[config.mk]
export PLATFORM = sky130hd
export DESIGN_NAME = rob_commit
export DESIGN_NICKNAME = d
export VERILOG_FILES = /design/src/hw/isa_pkg.sv /design/src/hw/rob_pkg.sv /design/src/hw/rob_commit.sv
export SDC_FILE = /design/constraint.sdc
export NUM_CORES = 1
export LEC_CHECK = 0
export BUFFER_PORTS_ARGS = -buffer_cell sky130_fd_sc_hd__buf_2
export CORE_AREA = 2 2 74 58
export CTS_CLUSTER_DIAMETER = 60
export DETAILED_ROUTE_END_ITERATION = 6
export DIE_AREA = 0 0 76 60
export PLACE_DENSITY = 0.86
export SYNTH_ARGS = -nofsm -noshare
export SYNTH_HDL_FRONTEND = slang
export SYNTH_SLANG_ARGS = --single-unit
[constraint.sdc]
create_clock -name clk -period 0.8 [get_ports clk]
set_input_delay 0.08 -clock clk [delete_from_list [all_inputs] [get_ports clk]]
set_output_delay 0.08 -clock clk [all_outputs]
set_load 0.05 [all_outputs]
[src/hw/isa_pkg.sv]
package isa_pkg;

    localparam int XLEN = 32;                 // Data and address width

    // RV32 base instruction word, R-type field view
    typedef struct packed {
        logic [6:0]      funct7;              // Bits 31:25
        logic [4:0]      rs2;                 // Bits 24:20
        logic [4:0]      rs1;                 // Bits 19:15
        logic [2:0]      funct3;              // Bits 14:12
        logic [4:0]      rd;                  // Bits 11:7, destination register
        logic [6:0]      opcode;              // Bits 6:0
    } instr_t;

    // One fetched instruction as seen by the ROB
    typedef struct packed {
        instr_t          instr;               // All zero means bubble
        logic [XLEN-1:0] pc;                  // Fetch PC, also the ROB tag
        logic            reg_write;           // Writes rd on retire
    } fetch_t;

endpackage

[src/hw/rob_pkg.sv]
package rob_pkg;

    import isa_pkg::*;

    // One ROB slot, 99 bits
    typedef struct packed {
        logic            valid;               // Slot allocated
        logic            ready;               // Result or target present
        logic            reg_write;           // Writes rd on retire
        logic [XLEN-1:0] value;               // Result, or redirect target
        instr_t          instr;               // Raw instruction word
        logic [XLEN-1:0] pc;                  // Tag for completion lookup
    } rob_entry_t;

    // Completion report from one execution unit
    typedef struct packed {
        logic            done;                // One-cycle strobe
        logic [XLEN-1:0] pc;                  // PC of the finished instruction
        logic [XLEN-1:0] value;               // Computed result
    } wb_t;

    // Resolved taken branch
    typedef struct packed {
        logic            taken;               // One-cycle strobe
        logic [XLEN-1:0] pc;                  // PC of the branch
        logic [XLEN-1:0] target;              // Redirect address
    } br_t;

    // Retirement bundle toward the register file
    typedef struct packed {
        logic            valid;               // One cycle per retired entry
        logic [XLEN-1:0] value;               // Write data
        logic [4:0]      dest;                // rd of the retired instruction
        logic            reg_write;           // Register write enable
    } commit_t;

endpackage

[src/hw/rob_commit.sv]
`timescale 1ns/1ps

module rob_commit import isa_pkg::*; import rob_pkg::*; (
    input  logic       clk,
    input  logic       rst,
    input  logic       commit_en,              // Head retires this cycle
    input  rob_entry_t head_entry,
    output commit_t    commit
);

    instr_t          head_instr;               // Field view of stored word
    logic            valid_q;
    logic [XLEN-1:0] value_q;
    logic [4:0]      dest_q;
    logic            rw_q;

    assign head_instr = head_entry.instr;

    // Strobe, one cycle per retirement
    always_ff @(posedge clk or posedge rst) begin
        if (rst) begin
            valid_q <= 1'b0;
        end else begin
            valid_q <= commit_en;
        end
    end

    // Data held until the next retirement
    always_ff @(posedge clk) begin
        if (commit_en) begin
            value_q <= head_entry.value;
            dest_q  <= head_instr.rd;          // Bits 11:7
            rw_q    <= head_entry.reg_write;
        end
    end

    assign commit = '{valid: valid_q, value: value_q, dest: dest_q, reg_write: rw_q};

endmodule

; Yosys cells after proc, flatten, opt, wreduce, memory -nomap -nowiden
; Cells that the tools add are included.
; W data, S select, Z words.
[word_totals]
regBits = 39
inputBits = 102
out_inout_bits = 39
wordCells = 4

; Longest topological paths before layout
[logic_depth]
word_depth = 0
mapped_depth = 1
depth_no_buf = 1

; Least setup slack after synthesis
; OpenSTA, ideal clock, no wires.
[synth_timing]
path_kind = flip-flop to output port
start = reg value_q[4]
end = out commit[10] (netlist name)
arrival_time_ns = 0.601
required_time_ns = 0.720
path_slack_ns = 0.119
path_stages_with_launch = 1
n_path_buf = 0
path_cell_list = edfxtp_1
[synth_rtl]
columns = item, line_no
row1 = from (decl), rob_commit.sv:13  ; logic [XLEN-1:0] value_q;
row2 = from (signal assigned), rob_commit.sv:31  ; value_q <= head_entry.value;
row3 = to (decl), rob_commit.sv:8  ; output commit_t commit
; No word-level cell between the ends.

; Worst setup path after layout
[layout_timing]
start = reg value_q[7]
end = out commit[13] (netlist name)
; No word-level cell between the ends.

==> results.ini <==
[floorplanning]
floorplan.rows=20
initial_utilization=0.305
pin_count=141
die_h_um=60
core-area_um2=3880
die_w_um=76
design.die.area_um2=4560

[logic_synthesis]
synth_seq_area_share=0.984
ys_seq_elements=39
syn_area_per_cell_um2=28.2
ys_types=4
syn_area_um2=1180
syn_nets=144
yosysWarnings=0
synthCells=42

[finish]
fill_cells=291
final_core_util=0.621
nets=269
diodes=0
multi_input_cells=0
final_cells=223
drive_gt1_frac=0.524
multiInputGateArea_um2=0
regArea_um2=1170
area_growth_pct=103

[sta]
max_freq_ghz=1.06
period_minus_slack_ps=941
timing.final.setup_violations=39
hold_ws_ps=159
maxSlewHeadroom=0.911
final_max_slew_viol_count=0
worst_slack_ps=-141
hold_violations=0
rsz0062_at_grt=true
fin_crit_sh=1.18
worst_slew_pin_slew_ps=133
setup_tns_ps=-4310

[clock_tree]
cts_tree=built
h-tree-depth=2
numCtsBuffers=5
clock_path_buffers=2
clk_pin_slew_ps=70
ctsRootBufferMaster=clkbuf_8
clock-sinks=39

[setup_path]
worst_setup_path_start_kind=register
slowest_stage=edfxtp_1
cp_top_family=flip-flops
required_ps=720
critical_path_class=reg2out
crit_chain=buf_6
worstPathMaxFanout=1
crit_arrival_ps=860
worst_setup_path_end_kind=output pin
critPathBufInv=1
cpPeakStageDelay_ps=410

[power]
power_density_nw_per_um2=2120
ir_drop_mv=1.29
power_mw=5.10
p_leak_nw=1.02

[drt]
num_vias=858
drt-total-wl_um=2970
drtIter0Drc=35
dr.pass1.iters=2
drtAntennaViolNets=0
viasPerCell=3.85
avgRoutedWirePerCell_um=13.3
remaining_drc_errors=0

[placed_design]
dpl.cell_count=176
gp_congestion=0.619
port-buffer-count=79

[global_routing]
grt_overflow=0
grtUsageTotal=0.136
grt_pass1_vias=977
grt_pass1_wl_um=4570
antenna_found_initial=0
grt_max_degree=26

[job]
max_cap_viol_count=0

[outcome]
violations=negative setup slack
status=finished, violations left

[min_path]
hold_path_class=in2reg

cell families after synthesis:
| logic type | share of synthesized area |
|---|---|
| flops | 0.984 |
| buf+inv | 0.0158 |
flip-flops by register name, summed over array words and instances (netlist names):
name and flops:
valid_q 1, dest_q 5, value_q 32, rw_q 1
layout make-up:
| type | count | share of cell area |
|---|---|---|
| clock buffers | 8 | 0.0416 |
| inverters | 1 | 0.00156 |
| flip-flops and latches | 39 | 0.484 |
| well taps | 55 | 0.0286 |
| repair buffers | 120 | 0.444 |
cells in the mapped netlist, drive strengths merged:
master	instances	share of area
dfrtp	1	0.021
buf	2	0.013
inv	1	0.0032
edfxtp	38	0.96
report_power, final:
group          switching (mW)  internal, mW  leakage (nW)
registers              0.0732          2.42         0.384
clock network           0.615         0.786        0.0515
logic                   0.703         0.496         0.580
total                    1.39          3.70          1.02
worst paths after layout:
| path | from | end | slack [ps] | cells past startpoint |
|---|---|---|---|---|
| min in group asynchronous | rst | valid_q | 190 | 3 |
| setup / recovery | value_q[7] | commit[13] | -140 | 1 |
| hold / removal | commit_en | valid_q | 160 | 2 |
| max in group asynchronous | rst | valid_q | 510 | 3 |
through the flow:
step / area [um2] / setup slack, ps
after floorplan: 1180 / 119
after global placement: 1670 / 91.3
after detailed placement: 1670 / 83.9
after CTS: 2410 / -144
after global routing: 2410 / -178
final: 2410 / -141
placed cells by master, fill, tap and decap left out:
master / netlist / routed
clkbuf_1: 0 / 1
dfrtp_1: 1 / 1
edfxtp_1: 38 / 38
buf_2: 0 / 40
inv_1: 1 / 1
clkbuf_8: 0 / 7
dlygate4sd3_1: 0 / 39
buf_6: 0 / 39
buf_12: 0 / 2
routing by layer:
| metal | GRT usage | vias up | routed length [um] |
|---|---|---|---|
| li1 | - | 411 | - |
| met1 | 0.157 | 398 | 1190 |
| met2 | 0.241 | 49 | 1550 |
| met3 | 0.0544 | 0 | 233 |
| met4 | 0.0390 | 0 | 0 |
| met5 | 0 | - | 0 |
timing repair:
item,in CTS,in global routing
hold buffers,39,0
endpoints found under the setup margin,39,39
pin swaps,0,0
setup buffers,0,0
gates resized for setup,78,0
endpoints found under the hold margin,39,0
Note: power is estimated with default switching activity, not from simulation.
