## config.mk

```make
export PLATFORM = sky130hd
export DESIGN_NAME = rob_ctrl
export DESIGN_NICKNAME = d
export VERILOG_FILES = /design/src/hw/rob_ctrl.sv
export SDC_FILE = /design/constraint.sdc
export NUM_CORES = 1
export LEC_CHECK = 0
export BUFFER_PORTS_ARGS = -buffer_cell sky130_fd_sc_hd__buf_2
export CAP_MARGIN = 10
export CORE_MARGIN = 1
export CORE_UTILIZATION = 52
export CTS_CLUSTER_SIZE = 16
export DETAILED_ROUTE_END_ITERATION = 8
export PLACE_DENSITY = 0.86
export SLEW_MARGIN = 15
export SYNTH_ARGS = -nofsm -noshare
export SYNTH_HDL_FRONTEND = slang
export SYNTH_SLANG_ARGS = --single-unit
export TNS_END_PERCENT = 100
```

## constraint.sdc

```tcl
create_clock -name clk -period 2.4 [get_ports clk]
set_clock_uncertainty 0.05 [all_clocks]
set_input_delay 0.24 -clock clk [delete_from_list [all_inputs] [get_ports clk]]
set_output_delay 0.24 -clock clk [all_outputs]
set_load 0.02 [all_outputs]
```

## src/hw/rob_ctrl.sv

```systemverilog
`timescale 1ns/1ps

module rob_ctrl #(
    parameter int  DEPTH = 16,                // Power of two
    localparam int IDX_W = $clog2(DEPTH)
) (
    input  logic             clk,
    input  logic             rst,
    input  logic             fetch_valid,     // Non-bubble word presented
    input  logic             head_valid,
    input  logic             head_ready,
    input  logic             flush,
    input  logic             br_hit,          // Taken branch found in ROB
    input  logic [IDX_W-1:0] br_idx,          // Slot of that branch
    output logic [IDX_W-1:0] head,
    output logic [IDX_W-1:0] tail,
    output logic             alloc_en,
    output logic             commit_en,
    output logic             trunc_en,
    output logic             clear_all,
    output logic             full,
    output logic             empty
);

    logic [IDX_W:0]   count;                  // One extra bit so DEPTH fits
    logic [IDX_W-1:0] br_dist;                // Slots from head to the branch
    logic [IDX_W:0]   keep_cnt;               // Head through branch, inclusive

    assign full  = (count == (IDX_W+1)'(DEPTH));
    assign empty = (count == '0);

    // Flush wins, branch blocks allocation, retire runs alongside a branch
    assign clear_all = flush;
    assign commit_en = !flush && head_valid && head_ready;
    assign trunc_en  = !flush && br_hit;
    assign alloc_en  = !flush && !br_hit && fetch_valid && !full;  // Drop when full

    assign br_dist  = br_idx - head;          // Wraps with the ring
    assign keep_cnt = {1'b0, br_dist} + 1'b1;

    always_ff @(posedge clk or posedge rst) begin
        if (rst) begin
            head  <= '0;
            tail  <= '0;
            count <= '0;
        end else if (clear_all) begin
            head  <= '0;                      // Restart ring at slot 0
            tail  <= '0;
            count <= '0;
        end else begin
            head <= head + IDX_W'(commit_en);
            if (trunc_en) begin
                tail  <= br_idx + 1'b1;       // Next alloc right after branch
                count <= keep_cnt - (IDX_W+1)'(commit_en);
            end else begin
                tail  <= tail + IDX_W'(alloc_en);
                count <= count + (IDX_W+1)'(alloc_en) - (IDX_W+1)'(commit_en);
            end
        end
    end

endmodule

```

-- Word-level counts from Yosys, hierarchy flattened
Index checks and enable logic that the tools add are counted.
- flip-flop bits (word level): 13
- bits in latches: 0
- bits in writable memories: 0
- memory bits (read-only): 0
- input bits: 11
- word-level logic and storage cells: 27
- memories kept: 0
- add/subtract/negate cells: 8
- $mul: 0
- div/mod/pow operators: 0
- magnitude comparators: 0
- eq/ne operators: 1
- shift-type cells: 0
- mux-type cells: 5
- bitwise operators: 0
- reductions and logical operators: 10
- operators with widths (kind ; count):
    2-to-1 mux 4 bit ; 3
    2-to-1 mux 5 bit ; 2
    subtractor 5 x 1 -> 5 bit ; 2
    adder 4 x 1 -> 4 bit ; 2
    logical AND 1 bit ; 6
    adder 4 x 1 -> 5 bit, second input constant ; 1
    adder 5 x 1 -> 5 bit ; 1
    equality test 5 bit, second input constant ; 1
    logical NOT 5 bit ; 1
    adder 4 x 1 -> 4 bit, second input constant ; 1
    subtractor 4 bit ; 1
    logical NOT 1 bit ; 3

-- Longest topological paths before layout
Gate-level depths: netlist of run 1.
- depth in word-level cells: 8
- gate-level depth with buffers: 11
- gate-level depth less buffers: 11

-- Worst setup path after synthesis of run 1
OpenSTA, ideal clock, no wires.
- path kind: reg2reg
- from: reg count[3]
- to: reg count[4]
- library setup time: 0.121 ns
- arrival time: 2.736 ns
- data required time: 2.229 ns
- setup slack: -0.507 ns
- stages on the path, launching flop included: 12
- path buffers: 0
- period minus slack after synthesis: 2.907 ns
- cells stage by stage: dfrtp_1 inv_1 ha_1 nor4bb_1 nor2_1 ha_1 inv_1 fa_1 nand2b_1 a21oi_1 xnor2_1 a22o_1
- word-level cells in the longest chain between the ends: 7
- RTL lines (item ; RTL line ; text):
    start, declared ; 25 ; logic [IDX_W:0] count;
    start signal, assigned ; 54 ; count <= keep_cnt - (IDX_W+1)'(commit_en);
    start signal, assigned ; 57 ; count <= count + (IDX_W+1)'(alloc_en) - (IDX_W+1)'(commit_en);
    equality test 5 bit ; 29 ; assign full = (count == (IDX_W+1)'(DEPTH));
    net full ; 21 ; output logic full,
    logical NOT 1 bit ; 36 ; assign alloc_en = !flush && !br_hit && fetch_valid && !full;
    logical AND 1 bit ; 36 ;
    net alloc_en ; 17 ; output logic alloc_en,
    adder 5 x 1 -> 5 bit ; 57 ;
    subtractor 5 x 1 -> 5 bit ; 57 ;
    2-to-1 mux 5 bit ; 52 ; if (trunc_en) begin
    2-to-1 mux 5 bit ; 46 ; end else if (clear_all) begin
The timed path passes the listed nets, and every way through them passes these cells.

-- Worst setup path in the final report of run 1
- from: reg count[2]
- to: reg count[4]
- word-level cells in the longest chain between the ends: 7
- RTL lines (item ; RTL line):
    equality test 5 bit ; 29
    logical NOT 1 bit ; 36
    logical AND 1 bit ; 36
    adder 5 x 1 -> 5 bit * ; 57
    subtractor 5 x 1 -> 5 bit * ; 57
    2-to-1 mux 5 bit * ; 52
    2-to-1 mux 5 bit * ; 46
Every way passes the cells marked *; elsewhere a longest branch is shown, timed or not.

==> results.md, run 1 <==
- Worst hold endpoint: count[2]$_DFF_PP0_
- Iteration-0 DRC Markers: 11
- Most frequent cells in the layout: buf_2, ha_1, inv_1, dfrtp_1, nor2_1
- R2r endpoint: count[4]$_DFF_PP0_
- CTS Buffer Depth: 2
- Area growth syn-to-layout: 22.4%
- Gpl congestion: 0.821
- Critical Path RT: approximately 2.5 ns
- Commonest non-fill, non-tap cell in the layout: buf_2
- Crit Path Category: reg -> reg
- Fmax: 438 MHz
- Critical Path Fanout Max: 3
- Std-Cell Rows: 15
- DR vias: 835
- Core Area: between 1500 and 2000 sq um
- Total grt overflow: 0
- Worst EP arrival: ~2.4 ns
- DP Area: 1220 sq um
- Startpoint Class: flip-flop
- Initial core utilization: between 50% and 60%
- Final hold violations: 0
- Crit-path slowest cell: dfrtp_1
- Detailed Routing Iterations Pass 1: 4
- Die Height: 46.6 um
- Count of pins over their slew limit: 0
- Yosys warns: 0
- Synthesis-stage register bit count: 13
- Post-Layout Inst Area: 1270 sq um
- Hold WS: 0.180 ns
- MaxCap Viol Count: 0
- Syn_nets: between 100 and 150
- Drt drc: 0
- Final setup vio count: 0
- Critical-path cell list: inv_1 -> ha_1 -> nor4bb_4 -> nor2_4 -> ha_1 -> inv_1 -> fa_2 -> nand2b_1 -> a21oi_2 -> xnor2_1 -> a22o_1
- Syn Inst Count: 109
- Clk_lat worst skew: between 0.2 and 0.3 ns
- Peak VDD IR: ~0.00034 V
- Crit. End Element: flip-flop
- Worst hold path type: in -> reg
- Initial antenna violation count: 0
- Nets: 169
- Hold path startpoint: flush
- Number of diodes: 0
- Outcome: finished, final reports clean
- Sequential fraction of the synthesis area: 31.4%
- Max incr delay on CP: 0.35 ns
- FF-to-FF path depth: 11
- Fin util: between 70% and 80%
- Proportion of layout cells with a drive suffix above 1: 28.8%
- Post-layout min period: 2.28 ns
- Average size of a mapped cell: 9.49 sq um
- Post-DR vias/cell: 5.09
- Worst setup path start: count[2]$_DFF_PP0_
- Mapped cell area: 1030 sq um
- Via count of the first global-routing pass: roughly 800
- Drt wl/cell: 13.0 um
- Worst slew pin tran: 0.479 ns
- Leakage: 0.697 nW
- CTS H-Tree Depth: 1
- Reg-to-Reg Start: count[2]$_DFF_PP0_
- Routed WL: 2140 um
- DP HPWL: 1780 um
- Crit share post-route: between 90% and 100%
- Top cell family by delay on the critical path: adder cells
- Global-route usage over all layers: 25.1%
- FF-to-FF setup slack: 0.12 ns
- Distinct cells, synth: 29
- WHS Path Cells: 2
- IO buf count: 24
- Root Buffer: clkbuf_4
- PD cells: 551 nW/um^2
- Worst path buffer plus inverter count: 2
- IO Pins: 25
- Die X: 46.6 um
- Slew headroom: 68.1%
- First-pass GRT wire length: 3630 um
- Num CTS Buffers: 3
- Total Neg Setup Slack: 0 ns
- Pre-CTS setup slack: 0.0398 ns
- CTS tree: yes
- Final ANT Viol Nets: 0
- Largest net degree at the start of global routing: 14
- RSZ-0062 raised after global routing: false
- Setup ws final: 0.118 ns
- Die area: approximately 2200 sq um
- Clk slew on worst S/H paths: 0.08 ns
- # Post-CTS Setup Buffers: 0
- Sink Count: 13
how the worst max path moves through the flow:
| stage | end | slack [ns] | cells after the start |
|---|---|---|---|
| after floorplan | count[4]$_DFF_PP0_ | 0.06 | 11 |
| after global placement | count[4]$_DFF_PP0_ | 0.15 | 10 |
| after detailed placement | count[4]$_DFF_PP0_ | 0.04 | 10 |
| after CTS | count[4]$_DFF_PP0_ | 0.03 | 11 |
| after global routing | count[4]$_DFF_PP0_ | 0.006 | 11 |
| final | count[4]$_DFF_PP0_ | 0.12 | 11 |
area by class of cell:
cell class	instances	area [sq um]
clock buffers	3	22.5
clock inverters	1	5.00
fillers	149	536
inverters	14	53.8
multi-input cells	79	668
flip-flops and latches	13	325
well taps	25	31.3
repair buffers	29	160
registers in the layout, summed over array words and instances, names as in the netlist:
signal and flops:
tail 4, head 4, count 5
metrics by stage:
step / instances / total power, mW
after floorplan: 109 / 0.478
after global placement: 159 / 0.538
after detailed placement: 159 / 0.551
after CTS: 164 / 0.695
after global routing: 164 / 0.749
final: 164 / 0.698
per-layer routing:
metal / wire [um] / part of all wire, % / track usage [%] / vias to the layer above
li1: - / - / - / 416
met3: 85 / 4.0 / 6.27 / 5
met1: 938 / 44 / 30.1 / 392
met5: 0 / 0 / 0 / -
met2: 1080 / 51 / 42.5 / 22
met4: 35 / 1.6 / 10.3 / 0
cells in the mapped netlist, drive strengths merged:
| library cell | count | area (sq um) |
|---|---|---|
| ha | 16 | 200 |
| dfrtp | 13 | 325 |
| inv | 13 | 48.8 |
| nor2 | 13 | 48.8 |
| xnor2 | 9 | 78.8 |
| xor2 | 6 | 52.6 |
| a21oi | 5 | 25.0 |
| nand2 | 5 | 18.8 |
| nor2b | 4 | 25.0 |
| nand3 | 3 | 15.0 |
| a211oi | 2 | 20.0 |
| a22o | 2 | 17.5 |
| buf | 2 | 12.5 |
| fa | 2 | 40.0 |
| mux2i | 2 | 20.0 |
| a21o | 1 | 7.51 |
| and3 | 1 | 6.26 |
| clkbuf | 1 | 3.75 |
| clkinv | 1 | 5.00 |
| mux2 | 1 | 11.3 |
| nand2b | 1 | 6.26 |
| nor4b | 1 | 8.76 |
| nor4bb | 1 | 10.0 |
| o21a | 1 | 7.51 |
| o21ai | 1 | 5.00 |
| or2 | 1 | 8.76 |
| or3 | 1 | 6.26 |
where the power goes:
group / internal [mW] / switching, mW / total [mW]
Sequential: 0.241 / 0.0211 / 0.262
Clock: 0.0620 / 0.0774 / 0.139
Combinational: 0.143 / 0.153 / 0.296
what timing repair did:
action | CTS | global route
hold buffers | 1 | 0
hold endpoints to repair | 13 | 0
resized for setup | 0 | 2
endpoints found under the setup margin | 0 | 1
logic make-up (layout without fill, tap and decap cells):
group	count (synthesis)	in the layout	synth area share, %
xor gates and xnor gates	15	15	12.7
AOI/OAI and AO/OA	12	12	7.98
adders and majority gates	18	18	23.2
DFF	13	13	31.4
muxes	3	3	3.02
and+or+nand+nor	31	31	14.9
buffers and inverters	17	47	6.77
No activity file was read; power rests on OpenSTA's default activity.
==> inputs of run 2 (changes only) <==
--- a/config.mk
+++ b/config.mk
@@ -5,13 +5,14 @@
 export SDC_FILE = /design/constraint.sdc
 export NUM_CORES = 1
 export LEC_CHECK = 0
+export ABC_AREA = 1
 export BUFFER_PORTS_ARGS = -buffer_cell sky130_fd_sc_hd__buf_2
 export CAP_MARGIN = 10
-export CORE_MARGIN = 1
-export CORE_UTILIZATION = 52
+export CORE_MARGIN = 3
+export CORE_UTILIZATION = 53
 export CTS_CLUSTER_SIZE = 16
 export DETAILED_ROUTE_END_ITERATION = 8
-export PLACE_DENSITY = 0.86
+export PLACE_DENSITY = 0.87
 export SLEW_MARGIN = 15
 export SYNTH_ARGS = -nofsm -noshare
 export SYNTH_HDL_FRONTEND = slang
==> results.md, run 2 <==
- DP Area: 1230 sq um (was 1220 sq um)
- Post-synthesis compound-gate area fraction: 6.61% (was 7.98%)
- Synthesis-stage register bit count: 13 (unchanged)
- Total Neg Setup Slack: 0 ns (unchanged)
- Critical Path Fanout Max: 3 (unchanged)
- Die Height: 51.1 um (was 46.6 um)
- Largest family of logic cells by synthesized area: simple AND/OR/NAND/NOR gates (was adder cells)
- Multiplexer area fraction after synthesis: 0% (was 3.02%)
- Outcome: finished, final reports clean (unchanged)
- Initial core utilization: 59.2% (was 57.4%)
- Largest register FFs: 5 (unchanged)
- Fraction of registers with async set/reset: 100% (unchanged)
- Final ANT Viol Nets: 0 (unchanged)
- Area growth syn-to-layout: 17.4% (was 22.4%)
- Placed cells: 190 (was 159)
- CTS Buffer Depth: 2 (unchanged)
- Prevailing post-synth register cell: dfrtp_1 (unchanged)
- Syn_nets: 170 (was 138)
- Largest net degree at the start of global routing: 14 (unchanged)
- Post-layout min period: 2.14 ns (was 2.28 ns)
- Gpl congestion: 0.874 (was 0.821)
- Clk_lat worst skew: 0.28 ns (was 0.29 ns)
- Layout Cells excl Fill: 195 (was 164)
- Final setup vio count: 0 (unchanged)
- Multi-input gate area: 626 sq um (was 668 sq um)
- Top cell type's share of synthesized area: 30.2% (was 31.4%)
- Iteration-0 DRC Markers: 16 (was 11)
- Fmax: 467 MHz (was 438 MHz)
- Global-route usage over all layers: 22.4% (was 25.1%)
- Sink Count: 13 (unchanged)
- Count of pins over their slew limit: 0 (unchanged)
- Cell with the most instances after synthesis: inv_1 (was ha_1)
- Worst slew pin tran: 0.522 ns (was 0.479 ns)
- Slew headroom: 65.2% (was 68.1%)
- Die X: 51.1 um (was 46.6 um)
- Hold WS: 0.148 ns (was 0.180 ns)
- Crit share post-route: 89.2% (was 95.1%)
- RSZ-0062 raised after global routing: false (unchanged)
- Std-Cell Rows: 15 (unchanged)
- Root Buffer: clkbuf_4 (unchanged)
- Total grt overflow: 0 (unchanged)
- Setup ws final: 0.259 ns (was 0.118 ns)
- Syn Inst Count: 141 (was 109)
- Post-Layout Inst Area: 1270 sq um (unchanged)
- Peak VDD IR: 0.000306 V (was 0.000337 V)
- # resized after CTS: 0 (unchanged)
- Clk slew on worst S/H paths: 0.08 ns (about the same)
- # Post-CTS Setup Buffers: 0 (unchanged)
- Num CTS Buffers: 3 (unchanged)
- Crit Path Category: reg -> reg (unchanged)
- CTS tree: yes (unchanged)
- FF/Latch Area: 325 sq um (unchanged)
- Nets: 200 (was 169)
- Fraction of the mapped netlist area in adder cells: 22.3% (was 23.2%)
- Pre-CTS setup slack: 0.150 ns (was 0.0398 ns)
- Crit. End Element: flip-flop (unchanged)
- Commonest non-fill, non-tap cell in the layout: inv_1 (was buf_2)
- Final hold violations: 0 (unchanged)
- Average size of a mapped cell: 7.65 sq um (was 9.49 sq um)
- Detailed Routing Iterations Pass 1: 4 (unchanged)
- DR vias: 1,031 (was 835)
- CTS H-Tree Depth: 1 (unchanged)
- Sequential fraction of the synthesis area: 30.2% (was 31.4%)
- Synth top cells by count: inv_1, nand2_1, ha_1 (was ha_1, dfrtp_1, inv_1, nor2_1, xnor2_1)
- Distinct cells, synth: 20 (was 29)
- IO buf count: 24 (unchanged)
- Initial antenna violation count: 0 (unchanged)
- Number of diodes: 0 (unchanged)
- Mapped cell area: 1080 sq um (was 1030 sq um)
- DP HPWL: 2070 um (was 1780 um)
- Top cells by area, synth: dfrtp_1, ha_1, inv_1, nand2_1, nand3_1 (was dfrtp_1, ha_1, xnor2_1, xor2_1, inv_1)
- Synth Area in XOR/XNOR: 4.87% (was 12.7%)
- Fin util: 69.6% (was 70.3%)
- MaxCap Viol Count: 0 (unchanged)
- Via count of the first global-routing pass: 1,031 (was 808)
- Critical Path RT: 2.54 ns (was 2.53 ns)
- Routed WL: 2530 um (was 2140 um)
- Most frequent cells in the layout: inv_1, nand2_1, buf_2, ha_1, nand3_1 (was buf_2, ha_1, inv_1, dfrtp_1, nor2_1)
- Cts hold-fix bufs: 1 (unchanged)
- Number of synthesized flops with an enable pin: 0 (unchanged)
- Leakage: 0.766 nW (was 0.697 nW)
- Largest Register: count (unchanged)
- First-pass GRT wire length: 4290 um (was 3630 um)
- Simple-gate area share of the yosys netlist: 24.2% (was 14.9%)
- Die area: 2610 sq um (was 2170 sq um)
- Proportion of layout cells with a drive suffix above 1: 19.4% (was 28.8%)
- Post-DR vias/cell: 5.29 (was 5.09)
- Filler cells: 160 (was 149)
- Tot Pwr: 0.676 mW (was 0.698 mW)
- PD cells: 534 nW/um^2 (was 551 nW/um^2)
- Startpoint Class: flip-flop (unchanged)
- Yosys top cell by area: dfrtp_1 (unchanged)
- Worst hold path type: in -> reg (unchanged)
- Biggest regs: count x5, head x4, tail x4 (unchanged)
- Core Area: 1820 sq um (was 1800 sq um)
- Yosys warns: 0 (unchanged)
- Worst EP arrival: 2.28 ns (was 2.41 ns)
- IO Pins: 25 (unchanged)
- Drt drc: 0 (unchanged)
- Drt wl/cell: 13.0 um (about the same)
## run 2: cell types whose count changed after synthesis, sizes merged, moves of 2 or more
cell    previous run  this run
inv               13        32
nor2              13        11
nand3b             0         2
xor2               6         2
nand3              3        15
mux2i              2         0
o21ai              1         5
xnor2              9         4
nor2b              4         0
a211oi             2         0
nand2              5        28
## run 2: cell families (layout without fill, tap and decap cells)
| family | after synthesis | in the layout |
|---|---|---|
| buffers and inverters | 33 | 62 |
| DFF | 13 | 13 |
| xor gates and xnor gates | 6 | 6 |
| AOI/OAI and AO/OA | 13 | 13 |
| and+or+nand+nor | 58 | 58 |
| adders and majority gates | 18 | 18 |
## run 2: final timing paths
kind / start / end / slack [ns] / depth (start not counted)
worst max-delay path: count[2]$_DFF_PP0_ / count[4]$_DFF_PP0_ / 0.26 / 13
worst min-delay path: flush / head[0]$_DFF_PP0_ / 0.15 / 2
worst max register to register: count[2]$_DFF_PP0_ / count[4]$_DFF_PP0_ / 0.26 / 13
worst min register to register: head[3]$_DFF_PP0_ / head[3]$_DFF_PP0_ / 0.53 / 2
max in group asynchronous: rst / head[1]$_DFF_PP0_ / 1.46 / 3
min in group asynchronous: rst / count[0]$_DFF_PP0_ / 0.49 / 3
## run 2: per-layer routing
| layer | vias up | wire, um | GRT usage, % |
|---|---|---|---|
| met4 | 0 | 95 | 13.0 |
| met3 | 11 | 178 | 4.08 |
| met1 | 476 | 974 | 23.9 |
| met5 | - | 0 | 0 |
| li1 | 498 | - | - |
| met2 | 46 | 1280 | 40.6 |
## run 2: area by class of cell
cell class | count | area share (%)
clock buffer | 4 | 2.08
inverter | 32 | 9.49
timing repair buffer | 26 | 10.9
sequential | 13 | 25.7
multi-input combinational | 95 | 49.4
tap | 25 | 2.47
## run 2: report_power, final
| group | switching (mW) | internal (mW) | total (mW) |
|---|---|---|---|
| clock network | 0.0765 | 0.0646 | 0.141 |
| registers | 0.0171 | 0.240 | 0.257 |
| logic | 0.171 | 0.108 | 0.278 |
| total | 0.264 | 0.412 | 0.676 |
## run 2: critical path, stage by stage, from the launching register on
cell	delay [ns]
dfrtp_1	0.36
inv_1	0.07
ha_1	0.21
nand4_1	0.12
nand3_1	0.08
inv_1	0.10
ha_1	0.17
inv_1	0.06
fa_1	0.40
nand3b_1	0.20
nand2_1	0.08
nand2_1	0.04
nand3_1	0.05
nand2_1	0.05
